[config.mk]
export PLATFORM = sky130hd
export DESIGN_NAME = fp_convert_ci
export DESIGN_NICKNAME = d
export VERILOG_FILES = /design/src/logic/fp_ci_pkg.sv /design/src/logic/float32to16.sv /design/src/logic/float16to32.sv /design/src/logic/ci_dispatch.sv /design/src/logic/fp_convert_ci.sv
export SDC_FILE = /design/constraint.sdc
export NUM_CORES = 1
export LEC_CHECK = 0
export BUFFER_PORTS_ARGS = -buffer_cell sky130_fd_sc_hd__clkbuf_2
export CAP_MARGIN = 20
export CORE_MARGIN = 2
export CORE_UTILIZATION = 35
export CTS_BUF_LIST = sky130_fd_sc_hd__clkbuf_16
export DETAILED_ROUTE_END_ITERATION = 8
export GPL_TIMING_DRIVEN = 0
export PLACE_DENSITY = 0.62
export SLEW_MARGIN = 10
export SYNTH_ARGS = -nofsm -noshare
export SYNTH_HDL_FRONTEND = slang
export SYNTH_HIERARCHICAL = 1
export SYNTH_SLANG_ARGS = --single-unit
[constraint.sdc]
create_clock -name slave_clk -period 3.15 [get_ports slave_clk]
set_input_delay 0.4725 -clock slave_clk [delete_from_list [all_inputs] [get_ports slave_clk]]
set_output_delay 0.4725 -clock slave_clk [all_outputs]
set_load 0.005 [all_outputs]
[src/logic/fp_ci_pkg.sv]
// Floating-point conversion unit shared types, function codes and format constants
package fp_ci_pkg;

    // IEEE-754 binary32
    typedef struct packed {
        logic       sign;
        logic [7:0] exp;
        logic [22:0] frac;
    } fp32_t;

    // IEEE-754 binary16
    typedef struct packed {
        logic       sign;
        logic [4:0] exp;
        logic [9:0] frac;
    } fp16_t;

    // Custom-instruction function select
    typedef enum logic {
        func_f32_to_f16 = 1'b0,
        func_f16_to_f32 = 1'b1
    } ci_func_e;

    // Exponent biases
    localparam int fp32_bias = 127;
    localparam int fp16_bias = 15;

    // All-ones exponent, used by Inf and NaN
    localparam int fp32_exp_max = 255;
    localparam int fp16_exp_max = 31;

    // Quiet bit position in each fraction
    localparam int fp16_qnan_bit = 9;
    localparam int fp32_qnan_bit = 22;

endpackage

[src/logic/float32to16.sv]
// Single-to-half narrowing converter with round to nearest, ties to even
`timescale 1ns/1ns

module float32to16 (
    input  logic              slave_clk,
    input  logic              slave_reset,
    input  logic              slave_clk_en,
    input  logic              start,
    input  fp_ci_pkg::fp32_t  operand,
    output logic              done,
    output fp_ci_pkg::fp16_t  result
);

    // Exponent difference between the two formats
    localparam int rebias = fp_ci_pkg::fp32_bias - fp_ci_pkg::fp16_bias;
    // At or above this the half overflows to infinity
    localparam int exp_ovf = rebias + fp_ci_pkg::fp16_exp_max;
    // Below 2^-25 everything flushes to zero
    localparam int exp_min = fp_ci_pkg::fp32_bias - 25;
    // Subnormal offset is sub_base minus the single exponent
    localparam int sub_base = rebias + 13;
    // Guard position for normal results, just under the kept 10 bits
    localparam int norm_offset = 12;
    localparam logic [9:0] qnan16 = 10'(1) << fp_ci_pkg::fp16_qnan_bit;

    logic        is_nan_inf;
    logic        is_ovf;
    logic        is_unf;
    logic        is_sub;
    logic        needs_round;

    logic [1:0]  stage;
    logic [4:0]  round_offset;
    logic [23:0] round_target;
    logic [9:0]  round_shifted;
    logic [23:0] guard_mask;
    logic [23:0] keep_mask;
    logic        round_up;

    always_comb begin
        is_nan_inf  = operand.exp == 8'(fp_ci_pkg::fp32_exp_max);
        is_ovf      = operand.exp >= 8'(exp_ovf);
        is_unf      = operand.exp < 8'(exp_min);
        is_sub      = operand.exp <= 8'(rebias);
        needs_round = !(is_nan_inf || is_ovf || is_unf);
    end

    // Guard set, and either the kept LSB or a sticky bit set
    assign round_up = (|(round_target & guard_mask)) && (|(round_target & keep_mask));

    always_ff @(posedge slave_clk) begin
        if (slave_reset) begin
            stage <= '0;
            done  <= 1'b0;
        end else if (slave_clk_en) begin
            stage[0] <= start && needs_round;
            stage[1] <= stage[0];
            done     <= (start && !needs_round) || stage[1];
        end
    end

    always_ff @(posedge slave_clk) begin
        if (slave_clk_en) begin
            if (start) begin
                result.sign <= operand.sign;
                if (is_nan_inf) begin
                    result.exp  <= 5'(fp_ci_pkg::fp16_exp_max);
                    result.frac <= operand.frac[22:13] | ((operand.frac != '0) ? qnan16 : '0);
                end else if (is_ovf) begin
                    result.exp  <= 5'(fp_ci_pkg::fp16_exp_max);
                    result.frac <= '0;
                end else if (is_unf) begin
                    result.exp  <= '0;
                    result.frac <= '0;
                end else if (is_sub) begin
                    // Hidden bit joins the target, exponent stays zero
                    result.exp   <= '0;
                    round_offset <= 5'(8'(sub_base) - operand.exp);
                    round_target <= {1'b1, operand.frac};
                end else begin
                    result.exp   <= 5'(operand.exp - 8'(rebias));
                    round_offset <= 5'(norm_offset);
                    round_target <= {1'b0, operand.frac};
                end
            end

            // Shift and masks
            if (stage[0]) begin
                round_shifted <= 10'(round_target >> (round_offset + 5'd1));
                guard_mask    <= 24'd1 << round_offset;
                keep_mask     <= (24'd1 << (round_offset + 5'd1))
                               | ((24'd1 << round_offset) - 24'd1);
            end

            // All-ones mantissa carries into the exponent
            if (stage[1]) begin
                if (round_up) begin
                    result.exp  <= result.exp + 5'(&round_shifted);
                    result.frac <= round_shifted + 10'd1;
                end else begin
                    result.frac <= round_shifted;
                end
            end
        end
    end

    // Done follows its start by the special-case or the rounding latency
    assert property (@(posedge slave_clk iff slave_clk_en) disable iff (slave_reset)
        done |-> ($past(start, 1) || $past(start, 3)));

endmodule

[src/logic/float16to32.sv]
// Half-to-single widening converter, exact, with subnormal normalization
`timescale 1ns/1ns

module float16to32 (
    input  logic              slave_clk,
    input  logic              slave_reset,
    input  logic              slave_clk_en,
    input  logic              start,
    input  fp_ci_pkg::fp16_t  operand,
    output logic              done,
    output fp_ci_pkg::fp32_t  result
);

    localparam int rebias = fp_ci_pkg::fp32_bias - fp_ci_pkg::fp16_bias;
    // Subnormal exponent drops from here by the normalizing shift
    localparam int sub_exp_base = rebias + 1;
    localparam logic [22:0] qnan32 = 23'(1) << fp_ci_pkg::fp32_qnan_bit;

    logic [3:0] sub_shift;
    logic [9:0] sub_frac;

    // Shift that brings the leading one out of the fraction
    function automatic logic [3:0] frac_shift(input logic [9:0] f);
        logic [3:0] n;
        n = 4'd10;
        for (int i = 0; i <= 9; i++) begin
            if (f[i]) begin
                n = 4'(10 - i);
            end
        end
        return n;
    endfunction

    always_comb begin
        sub_shift = frac_shift(operand.frac);
        sub_frac  = operand.frac << sub_shift;
    end

    always_ff @(posedge slave_clk) begin
        if (slave_reset) begin
            done <= 1'b0;
        end else if (slave_clk_en) begin
            done <= start;
        end
    end

    always_ff @(posedge slave_clk) begin
        if (slave_clk_en && start) begin
            result.sign <= operand.sign;
            if (operand.exp == 5'(fp_ci_pkg::fp16_exp_max)) begin
                // Inf or NaN, payload kept on top
                result.exp  <= 8'(fp_ci_pkg::fp32_exp_max);
                result.frac <= {operand.frac, 13'd0} | ((operand.frac != '0) ? qnan32 : '0);
            end else if (operand.exp != '0) begin
                result.exp  <= {3'd0, operand.exp} + 8'(rebias);
                result.frac <= {operand.frac, 13'd0};
            end else if (operand.frac == '0) begin
                // Signed zero
                result.exp  <= '0;
                result.frac <= '0;
            end else begin
                result.exp  <= 8'(sub_exp_base) - {4'd0, sub_shift};
                result.frac <= {sub_frac, 13'd0};
            end
        end
    end

    // Fixed single-edge latency
    assert property (@(posedge slave_clk iff slave_clk_en) disable iff (slave_reset)
        done == $past(start));

endmodule

[src/logic/ci_dispatch.sv]
// Custom-instruction dispatcher, routes start and returns the active converter's result
`timescale 1ns/1ns

module ci_dispatch (
    input  logic                  slave_clk,
    input  logic                  slave_reset,
    input  logic                  slave_clk_en,
    input  logic                  slave_start,
    input  fp_ci_pkg::ci_func_e   slave_n,
    output logic                  start_narrow,
    output logic                  start_widen,
    input  logic                  narrow_done,
    input  fp_ci_pkg::fp16_t      narrow_result,
    input  logic                  widen_done,
    input  fp_ci_pkg::fp32_t      widen_result,
    output logic                  slave_done,
    output logic [31:0]           slave_result
);

    logic                 busy_q;
    fp_ci_pkg::ci_func_e  func_q;

    assign start_narrow = slave_start && (slave_n == fp_ci_pkg::func_f32_to_f16);
    assign start_widen  = slave_start && (slave_n == fp_ci_pkg::func_f16_to_f32);

    // Function in flight
    always_ff @(posedge slave_clk) begin
        if (slave_reset) begin
            busy_q <= 1'b0;
            func_q <= fp_ci_pkg::func_f32_to_f16;
        end else if (slave_clk_en) begin
            if (slave_start) begin
                busy_q <= 1'b1;
                func_q <= slave_n;
            end else if (slave_done) begin
                busy_q <= 1'b0;
            end
        end
    end

    // No register here, done and result pass straight through
    always_comb begin
        if (func_q == fp_ci_pkg::func_f32_to_f16) begin
            slave_done   = narrow_done;
            slave_result = {16'h0000, narrow_result};
        end else begin
            slave_done   = widen_done;
            slave_result = widen_result;
        end
    end

    assert property (@(posedge slave_clk iff slave_clk_en) disable iff (slave_reset)
        slave_start |-> !busy_q);

    // A converter finishes only an instruction this block started
    assert property (@(posedge slave_clk iff slave_clk_en) disable iff (slave_reset)
        (narrow_done || widen_done) |-> busy_q);

    assert property (@(posedge slave_clk iff slave_clk_en) disable iff (slave_reset)
        !(narrow_done && widen_done));

endmodule

[src/logic/fp_convert_ci.sv]
// Float conversion custom instruction, single/half narrowing and widening
`timescale 1ns/1ns

module fp_convert_ci (
    input  logic                 slave_clk,
    input  logic                 slave_reset,
    input  logic                 slave_clk_en,
    input  logic                 slave_start,
    input  fp_ci_pkg::ci_func_e  slave_n,
    input  logic [31:0]          slave_dataa,
    output logic                 slave_done,
    output logic [31:0]          slave_result
);

    logic              start_narrow;
    logic              start_widen;
    logic              narrow_done;
    logic              widen_done;
    fp_ci_pkg::fp16_t  narrow_result;
    fp_ci_pkg::fp32_t  widen_result;

    ci_dispatch u_dispatch (
        .slave_clk     (slave_clk),
        .slave_reset   (slave_reset),
        .slave_clk_en  (slave_clk_en),
        .slave_start   (slave_start),
        .slave_n       (slave_n),
        .start_narrow  (start_narrow),
        .start_widen   (start_widen),
        .narrow_done   (narrow_done),
        .narrow_result (narrow_result),
        .widen_done    (widen_done),
        .widen_result  (widen_result),
        .slave_done    (slave_done),
        .slave_result  (slave_result)
    );

    float32to16 u_narrow (
        .slave_clk    (slave_clk),
        .slave_reset  (slave_reset),
        .slave_clk_en (slave_clk_en),
        .start        (start_narrow),
        .operand      (fp_ci_pkg::fp32_t'(slave_dataa)),
        .done         (narrow_done),
        .result       (narrow_result)
    );

    // Half operand sits in the low 16 bits
    float16to32 u_widen (
        .slave_clk    (slave_clk),
        .slave_reset  (slave_reset),
        .slave_clk_en (slave_clk_en),
        .start        (start_widen),
        .operand      (fp_ci_pkg::fp16_t'(slave_dataa[15:0])),
        .done         (widen_done),
        .result       (widen_result)
    );

endmodule

After elaboration in Yosys (flattened, before gate mapping)
Index checks and enable logic that the tools add are counted.
W data, S select, Z words.
{"block": "op_classes", "mul": 0, "shift": 4, "n_lt_le_gt_ge": 3, "bitwise_logic": 9, "add_sub_neg": 8, "n_mux": 26, "eq_ne": 2, "reduce_logical": 24, "div": 0}
{"operator": "$mux W31", "n": 2}
{"operator": "$mux W15", "n": 4}
{"operator": "$and A24 B24 Y24", "n": 2}
{"operator": "$reduce_or A24 Y1", "n": 2}
{"operator": "$shl A1 B5 Y24 const A", "n": 2}
{"operator": "$mux W23", "n": 2}
{"operator": "$mux W32", "n": 1}
{"operator": "$mux W10", "n": 3}
{"operator": "$mux W4", "n": 7}
{"operator": "$mux W24", "n": 1}
{"operator": "$or A24 B24 Y24", "n": 1}
{"operator": "$shr A24 B5 Y10", "n": 1}
{"operator": "$sub A24 B1 Y24 const B", "n": 1}
{"operator": "$or A23 B23 Y23", "n": 1}
{"operator": "$reduce_bool A23 Y1", "n": 1}
{"operator": "$mux W5", "n": 3}
{"operator": "$add A10 B1 Y10 const B", "n": 1}
{"operator": "$logic_not A10 Y1", "n": 1}
{"operator": "$or A10 B10 Y10", "n": 1}
{"operator": "$reduce_and A10 Y1", "n": 1}
{"operator": "$reduce_bool A10 Y1", "n": 1}
{"operator": "$shl A10 B4 Y10", "n": 1}
{"operator": "$add A5 B7 Y8 const B", "n": 1}
{"operator": "$eq A8 B8 Y1 const B", "n": 1}
{"operator": "other kinds (21)", "n": 34}
{"block": "totals", "wordCells": 91, "ram_bits": 0, "n_memories": 0, "register_bits": 140, "latchBits": 0, "out_inout_bits": 33, "rom_bits": 0, "inputBits": 37}

Depth between registers and ports, before layout
{"block": "depth", "depth_word": 13, "depth_mapped": 13, "mapped_depth_nobuf": 8}

Cells and area by module
The synthesis kept the hierarchy.
{"mod": "float32to16", "cells_per_inst": 590, "area_each_um2": 6314.8, "instances": 1, "seq_area_each_um2": 3153.0}
{"mod": "float16to32", "cells_per_inst": 153, "area_each_um2": 1448.9, "instances": 1, "seq_area_each_um2": 560.5}
{"mod": "ci_dispatch", "cells_per_inst": 43, "area_each_um2": 444.2, "instances": 1, "seq_area_each_um2": 20.0}

Least setup slack after synthesis
OpenSTA, ideal clock, no wires.
{"block": "synth_path", "path_kind": "flip-flop to flip-flop", "startpoint": "reg u_narrow.round_offset[0]", "endpoint": "reg u_narrow.keep_mask[18] (data pin)", "required_ns": 2.889, "period_less_slack_ns": 2.853, "path_slack_ns": 0.297, "setup_ns": 0.261, "n_path_buf": 5, "path_stages_with_launch": 13, "t_arrival_ns": 2.592, "cell_sequence": "edfxtp_1 > buf_6 > inv_1 > buf_4 > ha_1 > clkbuf_1 > nor2b_1 > nand2_1 > ha_1 > clkbuf_1 > nor2b_1 > clkbuf_1 > a221o_1"}
{"block": "synth_via", "elab_chain_cells": 3, "elab_cells_between_ends": 5, "cone_classes": "add/sub (2); shift (2); bitwise (1)"}
{"element": "from (decl)", "line_no": "float32to16.sv:33", "rtl": "logic [4:0] round_offset;"}
{"element": "from (signal assigned)", "line_no": "float32to16.sv:78", "rtl": "round_offset <= 5'(8'(sub_base) - operand.exp);"}
{"element": "from (signal assigned)", "line_no": "float32to16.sv:82", "rtl": "round_offset <= 5'(norm_offset);"}
{"element": "$shl A1 B5 Y24 / $add A5 B1 Y5 (equally long branches)", "line_no": "float32to16.sv:92, float32to16.sv:91"}
{"element": "$sub A24 B1 Y24 / $shl A1 B5 Y24 (equally long branches)", "line_no": "float32to16.sv:92, float32to16.sv:91"}
{"element": "$or A24 B24 Y24 (*)", "line_no": "float32to16.sv:92", "rtl": "| ((24'd1 << round_offset) - 24'd1);"}
{"element": "to (signal assigned)", "line_no": "float32to16.sv:91", "rtl": "keep_mask <= (24'd1 << (round_offset + 5'd1))"}
{"element": "to (decl)", "line_no": "float32to16.sv:37", "rtl": "logic [23:0] keep_mask;"}
Mark *: on every way between the ends. The rest lies on a longest branch, timed or not.
A chain may end at the register's enable or synchronous reset.

Worst setup path after layout
{"block": "layout_path", "startpoint": "reg u_narrow.round_offset[0]", "endpoint": "reg u_narrow.round_shifted[1] (data pin)"}
{"block": "layout_via", "elab_chain_cells": 2}
{"element": "$add A5 B1 Y5", "line_no": "float32to16.sv:89", "rtl": "round_shifted <= 10'(round_target >> (round_offset + 5'd1));"}
{"element": "$shr A24 B5 Y10", "line_no": "float32to16.sv:89"}
{"element": "to (signal assigned)", "line_no": "float32to16.sv:89"}
{"element": "to (decl)", "line_no": "float32to16.sv:35", "rtl": "logic [9:0] round_shifted;"}
No other way between the ends.

==> impl_metrics.tcl <==
set metrics [dict create \
    stdcell_count 1219 \
    synthAdderAreaFrac_pct 1.98 \
    die_area_sq_um 24700 \
    worst-setup-path-type "reg2reg" \
    fp.dieW_microns 157 \
    wl_per_cell_microns 19.9 \
    drv_cap 0 \
    coreArea_sq_um 23300 \
    crit_slowest_cell "mux4_2" \
    cts_hold_buf 0 \
    grt_pass1_vias 6557 \
    placed_cells 1186 \
    end_kind "flip-flop" \
    tightest_slew_ns 0.906 \
    synth_top_family_by_area "simple AND/OR/NAND/NOR gates" \
    area_growth_pct 17.5 \
    min_period_over_period_pct 94.6 \
    ys_seq_area_share_pct 45.5 \
    num_io_pins 70 \
    clk_path_buf_depth 2 \
    grt_pass1_wl_microns 37000 \
    drtPass1Iterations 5 \
    cts_tree "yes" \
    synth_compound_area_share_pct 15.6 \
    synth_ff_type "edfxtp_1" \
    cp_max_fo 11 \
    vias 6795 \
    clkLatencyLatePin_ns 0.43 \
    start_util_pct 35.3 \
    reg2regPathDepth 11 \
    holdWs_ns 0.224 \
    cts_buffers 17 \
    final_util_pct 41.5 \
    row_count 56 \
    rsz0062_at_grt "false" \
    whs_path_depth 1 \
    p_per_area_nw_per_um2 439 \
    fmaxAchievable_mhz 335 \
    cts.sinks 126 \
    ys_seq_elements 126 \
    wirelength_microns 24300 \
    muxShareOfSynthArea_pct 11.2 \
    hold_viol_final 0 \
    relSlewSlack_pct 39.6 \
    finalSetupViolations 0 \
    synth_xor_area_share_pct 2.10 \
    fin_nets 937 \
    antenna_found_initial 0 \
    die_y_microns 157 \
    synthCells 786 \
    worstPathCellList "buf_6, inv_1, buf_6, ha_2, buf_4, clkbuf_4, mux2i_2, mux2i_1, mux4_2, nand2_1, o21ai_1" \
    port_buffers 69 \
    cts_max_level 4 \
    synth_cell_types 88 \
    slew_viol_final 0 \
    ys_async_sr_fraction_pct 0 \
    clkTransAtPathRegs_ns 0.06 \
    synthSimpleGateAreaFrac_pct 18.3 \
    vias_per_cell 5.57 \
    ys_warn_count 6 \
    drt_iter0_drc 730 \
    clock-root-buffer "clkbuf_16" \
    diodes 0 \
    fillers 2298 \
    grt_util_all_layers_pct 19.7 \
    final_layout_size_suffix_gt1_share_pct 23.3 \
    grt_max_degree 60 \
    status "finished clean" \
    gr-total-overflow 0 \
    required_ns 3.29 \
    leakage_nw 3.51 \
    worst_path_most_repeated_cell "buf_6" \
    place_congestion 0.942 \
    worst_setup_path_start_kind "flip-flop" \
    hold_class "in2reg" \
    drc 0 \
    arrival_ns 3.12 \
    netlist_area_sq_um 8210 \
    min_period_ns 2.98 \
    hpwl_microns 17800 \
    ant_nets 0 \
    max_stage_delay_ns 0.46 \
    finClkSkew_ns 0.0103 \
    synth_edf_count 121 \
    ir_drop_uv 348 \
    syn-mean-instance-area_sq_um 10.4 \
]
-- final timing paths --
kind / slack [ns] / endpoint / start
setup reg to reg: 0.17 / u_narrow/round_shifted[1]$_DFFE_PP_ / u_narrow/round_offset[0]$_SDFFCE_PN0P_
hold reg to reg: 0.49 / u_widen/done$_SDFFE_PP0P_ / u_widen/done$_SDFFE_PP0P_
hold / removal: 0.22 / u_narrow/result[15]$_DFFE_PP_ / slave_dataa[31]
setup / recovery: 0.17 / u_narrow/round_shifted[1]$_DFFE_PP_ / u_narrow/round_offset[0]$_SDFFCE_PN0P_
-- synth_stat cells (4+ instances only) --
master,count,area (sq um)
mux2_4,15,225
xor2_1,9,78.8
buf_2,11,55.1
a21o_1,7,52.6
a311o_1,4,40.0
o32ai_1,4,35.0
mux2_2,17,191
a211oi_1,6,45.0
o21ai_0,35,175
a221o_1,4,40.0
mux2i_1,33,330
a31oi_1,7,43.8
nor4_1,10,62.6
nand2b_1,11,68.8
or3_1,6,37.5
nand4_1,12,75.1
nor3_1,17,85.1
nor3_2,5,50.1
buf_4,17,128
o211ai_1,11,82.6
ha_1,13,163
mux4_2,6,135
o21ai_1,5,25.0
nor2b_1,10,62.6
o22ai_1,5,31.3
a22oi_1,27,203
nand3_1,20,100
and2_1,29,181
dfxtp_1,5,100
xnor2_1,7,61.3
nor2_1,69,259
edfxtp_1,121,3630
nand2_1,73,274
inv_1,22,82.6
a21oi_1,33,165
clkbuf_1,21,78.8
-- cells by family after synthesis --
family,count (synthesis)
AOI/OAI and AO/OA,186
other,1
muxes,74
xor gates and xnor gates,18
DFF,126
and+or+nand+nor,287
buffers and inverters,81
adders and majority gates,13
-- report_power, final --
group	leakage (nW)	switching [mW]	internal (mW)	total, mW
clock	0.282	0.753	1.19	1.94
sequential	1.08	0.0231	1.86	1.89
combinational	2.15	0.233	0.174	0.407
-- critical path: cells and delay by family, from the launching register on --
| kind | cells | cell delay [ns] |
|---|---|---|
| compound gates | 1 | 0.08 |
| flops | 1 | 0.40 |
| buf+inv | 5 | 0.97 |
| mux | 3 | 0.84 |
| simple gates | 1 | 0.08 |
| fa+ha+maj | 1 | 0.31 |
-- per-stage QoR --
stage               power [mW]  worst slack (ns)  area [sq um]  TNS (ns)
floorplan                 2.17             0.297          8250         0
global placement          2.32            -0.300          9000    -15.73
detailed placement        2.32            -0.270          9010     -1.38
CTS                       4.26            0.0200          9610         0
global route              4.38            0.0323          9640         0
finish                    4.24             0.169          9640         0
-- layout make-up --
class	count	area, sq um	area share [%]
multi-input cells	591	4110	42.6
well taps	319	399	4.14
clock inverters	11	73.8	0.765
inverters	24	90.1	0.934
plain buffers	55	345	3.58
flip-flops and latches	126	3730	38.7
repair buffers	72	368	3.81
clock buffers	21	526	5.45
-- placed cells by master, fill, tap and decap left out, types with 9 or more instances in the layout --
master	n
o21ai_0	35
inv_1	22
a21oi_1	33
nor2_1	69
xor2_1	9
nand2b_1	11
buf_2	10
clkbuf_1	19
buf_4	19
mux2_4	15
and2_1	28
conb_1	13
ha_1	11
nand4_1	12
mux2_2	17
mux2i_1	31
nor2b_1	9
clkbuf_16	21
nor3_1	17
o211ai_1	11
clkbuf_2	70
edfxtp_1	121
nor4_1	10
nand3_1	20
nand2_1	73
a22oi_1	27
-- timing repair --
item | in CTS | in global routing
gates resized for setup | 3 | 5
endpoints found under the setup margin | 9 | 9
buffers inserted | 0 | 3
-- routing by layer --
metal	wire [microns]	track usage (%)	share of wire [%]
met1	10400	26.1	43
met2	11100	30.9	46
met3	1950	4.68	8.0
met4	786	8.40	3.2
met5	0	0	0
-- flip-flops by register name, indices dropped and copies added (netlist names) --
signal,flops
u_dispatch/func_q,1
u_widen/done,1
u_narrow/keep_mask,24
u_narrow/round_target,24
u_narrow/done,1
u_widen/result,18
u_narrow/guard_mask,24
u_narrow/round_shifted,10
u_narrow/round_offset,5
u_narrow/stage,2
u_narrow/result,16
Note: power is estimated with default switching activity, not from simulation.
